==> config.mk <==
export PLATFORM = sky130hd
export DESIGN_NAME = battle_scene_top
export DESIGN_NICKNAME = d
export VERILOG_FILES = /design/src/source/battle_pkg.sv /design/src/source/battle_layer_ctrl.sv /design/src/source/battle_scene_top.sv /design/src/source/hp_bar.sv /design/src/source/move_cursor.sv /design/src/source/sprite_addr_gen.sv
export SDC_FILE = /design/constraint.sdc
export NUM_CORES = 1
export LEC_CHECK = 0
export ABC_AREA = 1
export BUFFER_PORTS_ARGS = -buffer_cell sky130_fd_sc_hd__buf_2
export CORE_UTILIZATION = 69
export DETAILED_ROUTE_END_ITERATION = 7
export PLACE_DENSITY = 0.9
export SYNTH_ARGS = -nofsm -noshare
export SYNTH_HDL_FRONTEND = slang
export SYNTH_SLANG_ARGS = --single-unit
==> constraint.sdc <==
create_clock -name Clk -period 1.2 [get_ports Clk]
set_input_delay 0.24 -clock Clk [delete_from_list [all_inputs] [get_ports Clk]]
set_output_delay 0.24 -clock Clk [all_outputs]
set_load 0.01 [all_outputs]
==> src/source/battle_pkg.sv <==
// battle screen package with screen layout, sprite sheet geometry, colours and pixel records
package battle_pkg;

   // scan position, column then row
   typedef struct packed {
      logic [9:0] draw_x;
      logic [9:0] draw_y;
   } pixel_pos_t;

   // sprite box and sheet geometry
   localparam logic [9:0] SPRITE_SIZE    = 10'd56;
   localparam logic [9:0] SHEET_WIDTH    = 10'd224;
   localparam logic [9:0] MY_SPRITE_X    = 10'd250;
   localparam logic [9:0] MY_SPRITE_Y    = 10'd290;
   localparam logic [9:0] ENEMY_SPRITE_X = 10'd410;
   localparam logic [9:0] ENEMY_SPRITE_Y = 10'd160;

   // back sheet column is 0, front sheet column is 1
   typedef enum logic {
      MY_SIDE    = 1'b0,
      ENEMY_SIDE = 1'b1
   } team_side_e;

   typedef logic [2:0]  poke_id_t;
   typedef logic [18:0] sheet_addr_t;

   typedef struct packed {
      logic        hit;
      sheet_addr_t addr;
   } sprite_hit_t;

   // hp bars
   typedef struct packed {
      logic [6:0] max_hp;
      logic [6:0] cur_hp;
   } hp_stat_t;

   localparam logic [9:0] HP_BAR_WIDTH  = 10'd50;
   localparam logic [9:0] HP_BAR_HEIGHT = 10'd5;
   // fill origin, the border ring sits one pixel outside
   localparam logic [9:0] MY_BAR_X      = 10'd430;
   localparam logic [9:0] MY_BAR_Y      = 10'd270;
   localparam logic [9:0] ENEMY_BAR_X   = 10'd110;
   localparam logic [9:0] ENEMY_BAR_Y   = 10'd80;

   typedef struct packed {
      logic [7:0] red;
      logic [7:0] green;
      logic [7:0] blue;
   } rgb_t;

   localparam rgb_t COLOR_BORDER = '{red: 8'h00, green: 8'h00, blue: 8'h00};
   localparam rgb_t COLOR_EMPTY  = '{red: 8'hff, green: 8'hff, blue: 8'hff};
   // above half
   localparam rgb_t COLOR_HIGH   = '{red: 8'h41, green: 8'hff, blue: 8'h74};
   // above a fifth
   localparam rgb_t COLOR_MID    = '{red: 8'h41, green: 8'hcc, blue: 8'h00};
   localparam rgb_t COLOR_LOW    = '{red: 8'hff, green: 8'h33, blue: 8'h00};

   typedef struct packed {
      logic hit;
      rgb_t color;
   } hp_pix_t;

   // move selection pointer
   typedef logic [1:0] move_idx_t;

   localparam logic [9:0] MOVE_ORIGIN_X = 10'd40;
   localparam logic [9:0] MOVE_ORIGIN_Y = 10'd400;
   localparam logic [9:0] MOVE_COL_STEP = 10'd150;
   localparam logic [9:0] MOVE_ROW_STEP = 10'd40;
   localparam logic [9:0] CURSOR_GAP    = 10'd9;
   localparam logic [9:0] GLYPH_W       = 10'd8;
   localparam logic [9:0] GLYPH_H       = 10'd16;
   localparam logic [7:0] CURSOR_CHAR   = 8'h3e;
   // space character, drawn when nothing owns the pixel
   localparam logic [7:0] BLANK_CHAR    = 8'h20;

   typedef struct packed {
      logic       hit;
      logic [7:0] char_code;
      logic [2:0] glyph_col;
      logic [9:0] glyph_row;
   } glyph_hit_t;

   // composited output record
   typedef enum logic [2:0] {
      LAYER_NONE   = 3'd0,
      LAYER_CURSOR = 3'd1,
      LAYER_HP     = 3'd2,
      LAYER_ENEMY  = 3'd3,
      LAYER_MY     = 3'd4
   } layer_e;

   typedef struct packed {
      layer_e      layer;
      sheet_addr_t addr;
      rgb_t        color;
      logic [7:0]  char_code;
      logic [2:0]  glyph_col;
      logic [9:0]  glyph_row;
   } battle_pixel_t;

   localparam battle_pixel_t BLANK_PIXEL = '{
      layer: LAYER_NONE, addr: '0, color: '0,
      char_code: BLANK_CHAR, glyph_col: '0, glyph_row: '0
   };

endpackage

==> src/source/battle_layer_ctrl.sv <==
// layer controller, priority choice between overlays and the registered output pixel record
`timescale 1ns/1ns

module battle_layer_ctrl (
   input  logic                      Clk,
   input  logic                      rst_n,
   input  battle_pkg::sprite_hit_t   my_sprite,
   input  battle_pkg::sprite_hit_t   enemy_sprite,
   input  battle_pkg::hp_pix_t       my_bar,
   input  battle_pkg::hp_pix_t       enemy_bar,
   input  battle_pkg::glyph_hit_t    cursor,
   output battle_pkg::battle_pixel_t pixel_out
);
   import battle_pkg::*;

   layer_e        layer_sel;
   battle_pixel_t pixel_next;

   // cursor over bars over enemy over own sprite
   always_comb begin
      if (cursor.hit) begin
         layer_sel = LAYER_CURSOR;
      end else if (my_bar.hit || enemy_bar.hit) begin
         layer_sel = LAYER_HP;
      end else if (enemy_sprite.hit) begin
         layer_sel = LAYER_ENEMY;
      end else if (my_sprite.hit) begin
         layer_sel = LAYER_MY;
      end else begin
         layer_sel = LAYER_NONE;
      end
   end

   // only the winner's fields are carried, the rest stay zero
   always_comb begin
      pixel_next       = '0;
      pixel_next.layer = layer_sel;
      case (layer_sel)
         LAYER_CURSOR: begin
            pixel_next.char_code = cursor.char_code;
            pixel_next.glyph_col = cursor.glyph_col;
            pixel_next.glyph_row = cursor.glyph_row;
         end
         LAYER_HP: begin
            // own bar wins where both bars would hit
            pixel_next.color = my_bar.hit ? my_bar.color : enemy_bar.color;
         end
         LAYER_ENEMY: begin
            pixel_next.addr = enemy_sprite.addr;
         end
         LAYER_MY: begin
            pixel_next.addr = my_sprite.addr;
         end
         default: begin
            // background, the font draws a space
            pixel_next = BLANK_PIXEL;
         end
      endcase
   end

   // single pipeline stage
   // one cycle from scan position to pixel record
   always_ff @(posedge Clk or negedge rst_n) begin
      if (!rst_n) begin
         pixel_out <= BLANK_PIXEL;
      end else begin
         pixel_out <= pixel_next;
      end
   end

endmodule

==> src/source/battle_scene_top.sv <==
// battle scene top level, two sprite generators, two hp bars, the move cursor and the layer controller
`timescale 1ns/1ns

module battle_scene_top (
   input  logic                      Clk,
   input  logic                      rst_n,
   input  battle_pkg::pixel_pos_t    draw_pos,
   input  battle_pkg::poke_id_t      my_id,
   input  battle_pkg::poke_id_t      enemy_id,
   input  battle_pkg::hp_stat_t      my_hp,
   input  battle_pkg::hp_stat_t      enemy_hp,
   input  battle_pkg::move_idx_t     hovered_move,
   output battle_pkg::battle_pixel_t pixel_out
);
   import battle_pkg::*;

   // per-overlay hit records for the current scan position
   sprite_hit_t my_sprite;
   sprite_hit_t enemy_sprite;
   hp_pix_t     my_bar;
   hp_pix_t     enemy_bar;
   glyph_hit_t  cursor;

   // back-facing own sprite
   sprite_addr_gen my_sprite_gen (
      .draw_pos (draw_pos),
      .side     (MY_SIDE),
      .poke_id  (my_id),
      .sprite   (my_sprite)
   );

   // front-facing enemy sprite
   sprite_addr_gen enemy_sprite_gen (
      .draw_pos (draw_pos),
      .side     (ENEMY_SIDE),
      .poke_id  (enemy_id),
      .sprite   (enemy_sprite)
   );

   hp_bar my_hp_bar (
      .draw_pos (draw_pos),
      .side     (MY_SIDE),
      .hp       (my_hp),
      .bar      (my_bar)
   );

   hp_bar enemy_hp_bar (
      .draw_pos (draw_pos),
      .side     (ENEMY_SIDE),
      .hp       (enemy_hp),
      .bar      (enemy_bar)
   );

   move_cursor cursor_gen (
      .draw_pos     (draw_pos),
      .hovered_move (hovered_move),
      .cursor       (cursor)
   );

   // priority pick and output register
   battle_layer_ctrl layer_ctrl (
      .Clk          (Clk),
      .rst_n        (rst_n),
      .my_sprite    (my_sprite),
      .enemy_sprite (enemy_sprite),
      .my_bar       (my_bar),
      .enemy_bar    (enemy_bar),
      .cursor       (cursor),
      .pixel_out    (pixel_out)
   );

endmodule

==> src/source/hp_bar.sv <==
// hp bar, black border ring, fraction-coloured fill and white empty part for one team
`timescale 1ns/1ns

module hp_bar (
   input  battle_pkg::pixel_pos_t draw_pos,
   input  battle_pkg::team_side_e side,
   input  battle_pkg::hp_stat_t   hp,
   output battle_pkg::hp_pix_t    bar
);
   import battle_pkg::*;

   // fill origin for this side
   logic [9:0]  bar_x;
   logic [9:0]  bar_y;
   // position relative to the ring's top left corner
   logic [9:0]  ring_x;
   logic [9:0]  ring_y;
   // position relative to the fill origin
   logic [9:0]  fill_x;
   logic        in_outer;
   logic        on_ring;
   logic        in_fill;
   logic [12:0] scaled_hp;
   logic [12:0] fill_len;
   logic        over_half;
   logic        over_fifth;
   rgb_t        fill_color;

   assign bar_x = (side == ENEMY_SIDE) ? ENEMY_BAR_X : MY_BAR_X;
   assign bar_y = (side == ENEMY_SIDE) ? ENEMY_BAR_Y : MY_BAR_Y;

   // ring origin is one pixel up and left of the fill origin
   assign ring_x = draw_pos.draw_x - (bar_x - 10'd1);
   assign ring_y = draw_pos.draw_y - (bar_y - 10'd1);
   assign fill_x = ring_x - 10'd1;

   // bar plus one pixel on every side
   assign in_outer = (ring_x < HP_BAR_WIDTH + 10'd2) && (ring_y < HP_BAR_HEIGHT + 10'd2);

   // outermost row or column of that rectangle
   assign on_ring = in_outer &&
                    ((ring_x == 10'd0) || (ring_x == HP_BAR_WIDTH + 10'd1) ||
                     (ring_y == 10'd0) || (ring_y == HP_BAR_HEIGHT + 10'd1));

   // fill length in pixels, truncating division
   assign scaled_hp = 13'(HP_BAR_WIDTH) * 13'(hp.cur_hp);
   // zero max would divide by zero, show an empty bar
   assign fill_len  = (hp.max_hp == '0) ? '0 : scaled_hp / 13'(hp.max_hp);

   assign in_fill = 13'(fill_x) < fill_len;

   // thresholds on the fill length itself
   assign over_half  = 14'({fill_len, 1'b0}) > 14'(HP_BAR_WIDTH);
   assign over_fifth = 16'(fill_len) * 16'd5 > 16'(HP_BAR_WIDTH);

   always_comb begin
      if (over_half) begin
         fill_color = COLOR_HIGH;
      end else if (over_fifth) begin
         fill_color = COLOR_MID;
      end else begin
         fill_color = COLOR_LOW;
      end
   end

   // ring first, then fill, then the empty remainder
   always_comb begin
      bar.hit   = 1'b0;
      bar.color = '0;
      if (on_ring) begin
         bar.hit   = 1'b1;
         bar.color = COLOR_BORDER;
      end else if (in_outer) begin
         bar.hit   = 1'b1;
         bar.color = in_fill ? fill_color : COLOR_EMPTY;
      end
   end

endmodule

==> src/source/move_cursor.sv <==
// move cursor, places the pointer glyph beside the hovered move and reports glyph coordinates
`timescale 1ns/1ns

module move_cursor (
   input  battle_pkg::pixel_pos_t draw_pos,
   input  battle_pkg::move_idx_t  hovered_move,
   output battle_pkg::glyph_hit_t cursor
);
   import battle_pkg::*;

   logic [9:0] ptr_x;
   logic [9:0] ptr_y;
   // local glyph coordinates
   logic [9:0] glyph_x;
   logic [9:0] glyph_y;
   logic       in_glyph;

   // moves laid out 2 by 2
   // bit 0 picks the column, bit 1 the row
   assign ptr_x = MOVE_ORIGIN_X + (hovered_move[0] ? MOVE_COL_STEP : 10'd0) - CURSOR_GAP;
   assign ptr_y = MOVE_ORIGIN_Y + (hovered_move[1] ? MOVE_ROW_STEP : 10'd0);

   // wraps high when left of or above the pointer
   assign glyph_x = draw_pos.draw_x - ptr_x;
   assign glyph_y = draw_pos.draw_y - ptr_y;

   assign in_glyph = (glyph_x < GLYPH_W) && (glyph_y < GLYPH_H);

   always_comb begin
      cursor.hit       = in_glyph;
      cursor.char_code = '0;
      cursor.glyph_col = '0;
      cursor.glyph_row = '0;
      if (in_glyph) begin
         // '>' pointer character
         cursor.char_code = CURSOR_CHAR;
         // glyph is 8 wide, low bits are the column
         cursor.glyph_col = glyph_x[2:0];
         cursor.glyph_row = glyph_y;
      end
   end

endmodule

==> src/source/sprite_addr_gen.sv <==
// sprite address generator, box hit test and sheet address for one team's sprite
`timescale 1ns/1ns

module sprite_addr_gen (
   input  battle_pkg::pixel_pos_t  draw_pos,
   input  battle_pkg::team_side_e  side,
   input  battle_pkg::poke_id_t    poke_id,
   output battle_pkg::sprite_hit_t sprite
);
   import battle_pkg::*;

   // box origin for this side
   logic [9:0]  org_x;
   logic [9:0]  org_y;
   // position inside the box
   logic [9:0]  loc_x;
   logic [9:0]  loc_y;
   logic        in_box;
   // sheet tile coordinates
   logic [1:0]  sheet_col;
   logic [1:0]  sheet_row;
   sheet_addr_t line_base;
   sheet_addr_t page_base;
   sheet_addr_t col_base;

   assign org_x = (side == ENEMY_SIDE) ? ENEMY_SPRITE_X : MY_SPRITE_X;
   assign org_y = (side == ENEMY_SIDE) ? ENEMY_SPRITE_Y : MY_SPRITE_Y;

   // left of or above the origin wraps to a large value
   assign loc_x = draw_pos.draw_x - org_x;
   assign loc_y = draw_pos.draw_y - org_y;

   assign in_box = (loc_x < SPRITE_SIZE) && (loc_y < SPRITE_SIZE);

   // sheet is 4 tiles wide
   // even ids use columns 0/1, odd ids columns 2/3
   // back view left, front view right within each pair
   assign sheet_col = {poke_id[0], side};
   // two ids per tile row
   assign sheet_row = poke_id[2:1];

   // one sheet line per sprite row
   assign line_base = sheet_addr_t'(loc_y) * sheet_addr_t'(SHEET_WIDTH);

   // full tile row of the sheet per id pair
   assign page_base = sheet_addr_t'(sheet_row) * sheet_addr_t'(SHEET_WIDTH)
                    * sheet_addr_t'(SPRITE_SIZE);

   assign col_base = sheet_addr_t'(sheet_col) * sheet_addr_t'(SPRITE_SIZE);

   always_comb begin
      sprite.hit  = in_box;
      // address held at zero off the box
      sprite.addr = '0;
      if (in_box) begin
         sprite.addr = sheet_addr_t'(loc_x) + line_base + page_base + col_base;
      end
   end

endmodule

==> results of run 1 <==
-- cells in the mapped netlist, types with 7 or more instances --
cell / instances
sky130_fd_sc_hd__a21o_1: 37
sky130_fd_sc_hd__a21oi_1: 126
sky130_fd_sc_hd__and2_1: 7
sky130_fd_sc_hd__buf_4: 25
sky130_fd_sc_hd__clkbuf_1: 15
sky130_fd_sc_hd__clkinv_1: 8
sky130_fd_sc_hd__dfrtp_1: 42
sky130_fd_sc_hd__fa_1: 32
sky130_fd_sc_hd__ha_1: 387
sky130_fd_sc_hd__inv_1: 402
sky130_fd_sc_hd__inv_2: 12
sky130_fd_sc_hd__nand2_1: 447
sky130_fd_sc_hd__nand2_2: 23
sky130_fd_sc_hd__nand3_1: 106
sky130_fd_sc_hd__nand3_2: 16
sky130_fd_sc_hd__nand3b_1: 10
sky130_fd_sc_hd__nand4_1: 38
sky130_fd_sc_hd__nor2_1: 193
sky130_fd_sc_hd__nor2_2: 11
sky130_fd_sc_hd__nor2_4: 7
sky130_fd_sc_hd__nor3_1: 25
sky130_fd_sc_hd__nor4_1: 10
sky130_fd_sc_hd__o21a_1: 7
sky130_fd_sc_hd__o21ai_0: 132
sky130_fd_sc_hd__o21ai_1: 9
sky130_fd_sc_hd__o21ai_2: 7
sky130_fd_sc_hd__o21bai_1: 28
sky130_fd_sc_hd__o31ai_1: 12
sky130_fd_sc_hd__o32ai_1: 7
sky130_fd_sc_hd__or2_2: 8
sky130_fd_sc_hd__xnor2_1: 65
sky130_fd_sc_hd__xor2_1: 133
-- cell families after synthesis --
logic type / share of synthesized area (%)
AOI/OAI and AO/OA: 14.2
buffers and inverters: 11.1
and+or+nand+nor: 25.3
adders and majority gates: 32.6
muxes: 0.0596
other: 0.0223
xor gates and xnor gates: 10.3
DFF: 6.41
-- metrics by stage --
| step | hold slack, ns | setup TNS [ns] |
|---|---|---|
| after global placement | 0.227 | -176.09 |
| after floorplan | -0.0556 | -153.91 |
==> impl_metrics.csv, run 1 <==
group,metric,value,unit
floorplan,top_level_ports,125,
status,run_status,"stopped before the end",
yosys,number_of_storage_elements_in_the_synthesis_netlist,43,
yosys,synth_top_flop_cell,"sky130_fd_sc_hd__dfrtp_1",
floorplan,floorplan.rows,56,
yosys,synth.yosys.warnings,0,
place,port_buffers,121,
yosys,portion_of_the_post_synthesis_area_used_by_sequential_elements,6.41,%
yosys,synth_area_per_cell,6.84,sq um
place,place.gp.congestion,0.992,
yosys,yosysUniqueCellTypes,68,
yosys,asyncSetResetFlopFracSynth,100,%
status,first-error,"[ERROR DPL-0033] detailed placement checks failed during check placement.",
yosys,netlist.top_cell.by_area,"sky130_fd_sc_hd__ha_1",
yosys,post_synth_main_area_contributors,"sky130_fd_sc_hd__ha_1 (29%), sky130_fd_sc_hd__nand2_1 (10%), sky130_fd_sc_hd__inv_1 (9.0%)",
yosys,yosys.area.top_type_share,28.8,%
status,failed_stage,"detailed placement",
yosys,synth_edf_count,0,
floorplan,die_y,158,um
yosys,netlist_area,16800,sq um
place,detailedPlacementHpwl,78100,um
floorplan,initial_core_util,70.9,%
yosys,synthCells,2456,
floorplan,chipWidth,158,um
==> run 2, diff against run 1 <==
--- a/config.mk
+++ b/config.mk
@@ -7,9 +7,9 @@
 export LEC_CHECK = 0
 export ABC_AREA = 1
 export BUFFER_PORTS_ARGS = -buffer_cell sky130_fd_sc_hd__buf_2
-export CORE_UTILIZATION = 69
+export CORE_UTILIZATION = 40
 export DETAILED_ROUTE_END_ITERATION = 7
-export PLACE_DENSITY = 0.9
+export PLACE_DENSITY_LB_ADDON = 0.15
 export SYNTH_ARGS = -nofsm -noshare
 export SYNTH_HDL_FRONTEND = slang
 export SYNTH_SLANG_ARGS = --single-unit
==> run 2 against run 1 <==
- the flow now finishes, with violations (design-rule violations, negative setup slack)
- synthesized area stayed put
- synthesized cell count did not move
==> impl_metrics.csv, run 2 <==
group,metric,value,unit
worst_hold_path,min_from,"draw_pos[11]",
cells_and_area,layout_commonest_cell,"sky130_fd_sc_hd__buf_4",
floorplan,core_area,41100,sq um
grt,grt_first_pass_wirelength,91100,um
cells_and_area,final_cells,4095,
clock_tree,clockRootBuffer,"sky130_fd_sc_hd__clkbuf_16",
clock_tree,maximum_level_of_the_cts_h_tree,2,
cells_and_area,largest_register_ffs,43,
worst_hold_path,min_to,"layer_ctrl.pixel_out[46]$_DFF_PN0_",
routing,drt_pre_antenna_iters,8,
cells_and_area,finalInstanceArea,27800,sq um
place,place.gp.congestion,0.918,
grt,overflow,0,
worst_hold_path,hold_class,"in2reg",
cells_and_area,final.fill_count,3346,
status,violations,"design-rule violations, negative setup slack",
timing,fin_crit_sh,1890,%
routing,route.detailed.vias_per_inst,4.87,
critical_path,critical-path-max-stage-delay,0.57,ns
floorplan,dieArea,42800,sq um
floorplan,floorplan.rows,74,
timing,slew_headroom,52.6,%
grt,grt.total_usage,25.8,%
timing,fin_ws,-21.46,ns
critical_path,critPathMostFrequentCell,"sky130_fd_sc_hd__buf_4",
critical_path,crit_path_top_delay_cell,"sky130_fd_sc_hd__fa_1",
yosys,netlist.top_cell.by_area,"sky130_fd_sc_hd__ha_1",
clock_tree,tritoncts_num_sinks,43,
critical_path,endpoint_kind,"flop",
cells_and_area,final_net_count,4038,
yosys,synth_area_per_cell,6.84,sq um
clock_tree,cts-root-to-sink-buffers,2,
worst_hold_path,min_delay_path_depth,3,
flow_run,maxCapViolations,0,
clock_tree,cts_tree,"built",
routing,post_drt_wl_per_cell,13.9,um
routing,drt-initial-drc-count,710,
yosys,synth_top_flop_cell,"sky130_fd_sc_hd__dfrtp_1",
place,port_buffers,121,
yosys,synth_edf_count,0,
yosys,post_synth_main_area_contributors,"sky130_fd_sc_hd__ha_1 (29%), sky130_fd_sc_hd__nand2_1 (10%), sky130_fd_sc_hd__inv_1 (9.0%)",
critical_path,timing.critical_path.from_type,"input pin",
place,placed_area,24300,sq um
grt,pin_count_of_the_biggest_net_entering_global_routing,44,
yosys,synth.yosys.warnings,0,
clock_tree,cts_inserted_buffers,5,
critical_path,worst_ep_arrival_time,22.85,ns
floorplan,initial_core_util,40.9,%
floorplan,top_level_ports,125,
routing,drc,1,
routing,route.vias.total,19900,
grt,grt_antenna_before_repair,2,
timing,rsz0062_at_grt,"yes",
routing,number_of_nets_with_antenna_violations_after_detailed_routing,0,
place,detailedPlacementHpwl,44100,um
cells_and_area,reg_top3,"layer_ctrl.pixel_out: 43 flops",
place,place.detailed.instances,3876,
grt,grt_pass1_vias,20200,
yosys,yosysMostFrequentCell,"sky130_fd_sc_hd__nand2_1",
timing,post-route-min-period,22.66,ns
critical_path,timing_worst_setup_path_type,"in2reg",
floorplan,die_y,207,um
yosys,asyncSetResetFlopFracSynth,100,%
cells_and_area,drive_gt1_share,44.9,%
timing,timing.fmax,44.1,MHz
yosys,synthTopCellsByCount,"sky130_fd_sc_hd__nand2_1 (447), sky130_fd_sc_hd__inv_1 (402), sky130_fd_sc_hd__ha_1 (387), sky130_fd_sc_hd__nor2_1 (193), sky130_fd_sc_hd__xor2_1 (133)",
timing,slew_viol_final,0,
timing,setup_viol,37,
critical_path,critPathMaxFanout,6,
yosys,yosysUniqueCellTypes,68,
yosys,synthCells,2456,
status,run_status,"finished, violations left",
yosys,yosys.area.top_type_share,28.8,%
floorplan,chipWidth,207,um
clock_tree,cts.reportedPaths.clkPinSlew,0.07,ns
yosys,portion_of_the_post_synthesis_area_used_by_sequential_elements,6.41,%
cells_and_area,register_bank_with_the_most_flops,"layer_ctrl.pixel_out",
timing,accumulated_negative_setup_slack,-164.81,ns
yosys,netlist_area,16800,sq um
critical_path,crit_required,1.40,ns
timing,timing_hold_violations_final,0,
cells_and_area,area_growth_syn_to_layout,65.3,%
cells_and_area,mostFrequentLayoutCells,"sky130_fd_sc_hd__buf_4 (980), sky130_fd_sc_hd__nand2_1 (399), sky130_fd_sc_hd__inv_1 (354)",
yosys,number_of_storage_elements_in_the_synthesis_netlist,43,
timing,timing_worst_slew_pin_value,0.709,ns
routing,wl_final,56800,um
## run 2: cell counts after synthesis
No cell type changed its count.
## run 2: worst max-delay path, delay by kind of cell
family          cells  cell delay (ns)
buf+inv            47             4.62
xor+xnor            1             0.20
compound gates     48             6.57
fa+ha+maj          19             4.92
simple gates       60             6.23
## run 2: metal layers
| metal | global-route usage, % | up-vias | share of wire [%] |
|---|---|---|---|
| met3 | 1.59 | 105 | 2.2 |
| met4 | 6.05 | 2 | 2.5 |
| li1 | - | 10200 | - |
| met2 | 49.6 | 299 | 51 |
| met1 | 30.8 | 9284 | 44 |
| met5 | 0 | - | 0.025 |
## run 2: logic make-up (layout without fill, tap and decap cells)
kind of cell | after synthesis | after routing | synth area share, %
muxes | 1 | 1 | 0.0596
other | 1 | 10 | 0.0223
adders and majority gates | 419 | 419 | 32.6
and+or+nand+nor | 927 | 930 | 25.3
xor gates and xnor gates | 198 | 198 | 10.3
buffers and inverters | 466 | 1561 | 11.1
AOI/OAI and AO/OA | 401 | 401 | 14.2
DFF | 43 | 43 | 6.41
## run 2: worst max-delay path by stage
| stage | from | to | slack, ns | cells past startpoint |
|---|---|---|---|---|
| floorplan | my_hp[2] | layer_ctrl.pixel_out[35]$_DFF_PN0_ | -20.43 | 178 |
| global placement | my_hp[2] | layer_ctrl.pixel_out[35]$_DFF_PN0_ | -21.73 | 178 |
| detailed placement | my_hp[2] | layer_ctrl.pixel_out[35]$_DFF_PN0_ | -22.14 | 178 |
| CTS | my_hp[2] | layer_ctrl.pixel_out[35]$_DFF_PN0_ | -20.82 | 177 |
| global route | my_hp[2] | layer_ctrl.pixel_out[35]$_DFF_PN0_ | -22.76 | 175 |
| finish | my_hp[2] | layer_ctrl.pixel_out[35]$_DFF_PN0_ | -21.46 | 175 |
## run 2: cell type report
type | count | area (sq um) | area share, %
multi-input cells | 1958 | 15800 | 57.0
repair buffers | 1130 | 8390 | 30.2
inverters | 422 | 1650 | 5.93
flip-flops and latches | 43 | 1080 | 3.89
well taps | 532 | 666 | 2.40
clock buffers | 5 | 125 | 0.451
clock inverters | 3 | 23.8 | 0.0856
repair inverters | 1 | 3.75 | 0.0135
diodes | 1 | 2.50 | 0.00901
## run 2: per-stage QoR
| stage | hold slack (ns) | utilization (%) | setup slack [ns] |
|---|---|---|---|
| 6_report | 0.216 | 67.5 | -21.46 |
| 5_1_grt | 0.219 | 67.5 | -22.76 |
| 4_1_cts | 0.210 | 65.1 | -20.82 |
| 3_5_place_dp | 0.240 | 59.2 | -22.14 |
| 3_3_place_gp | 0.234 | 59.2 | -21.73 |
| 2_1_floorplan | -0.0556 | - | -20.43 |
## run 2: repair_timing
action / CTS / global route
gates resized for setup: 256 / 180
cloned: 4 / 0
buffers inserted: 184 / 52
hold buffers: 1 / 0
endpoints found under the hold margin: 42 / 0
pin swaps: 190 / 223
setup endpoints to repair: 37 / 52
Power of run 2 is left out: the tool's default activity adds up to more than one toggle a clock period on the data nets, which glitch-free logic cannot reach.
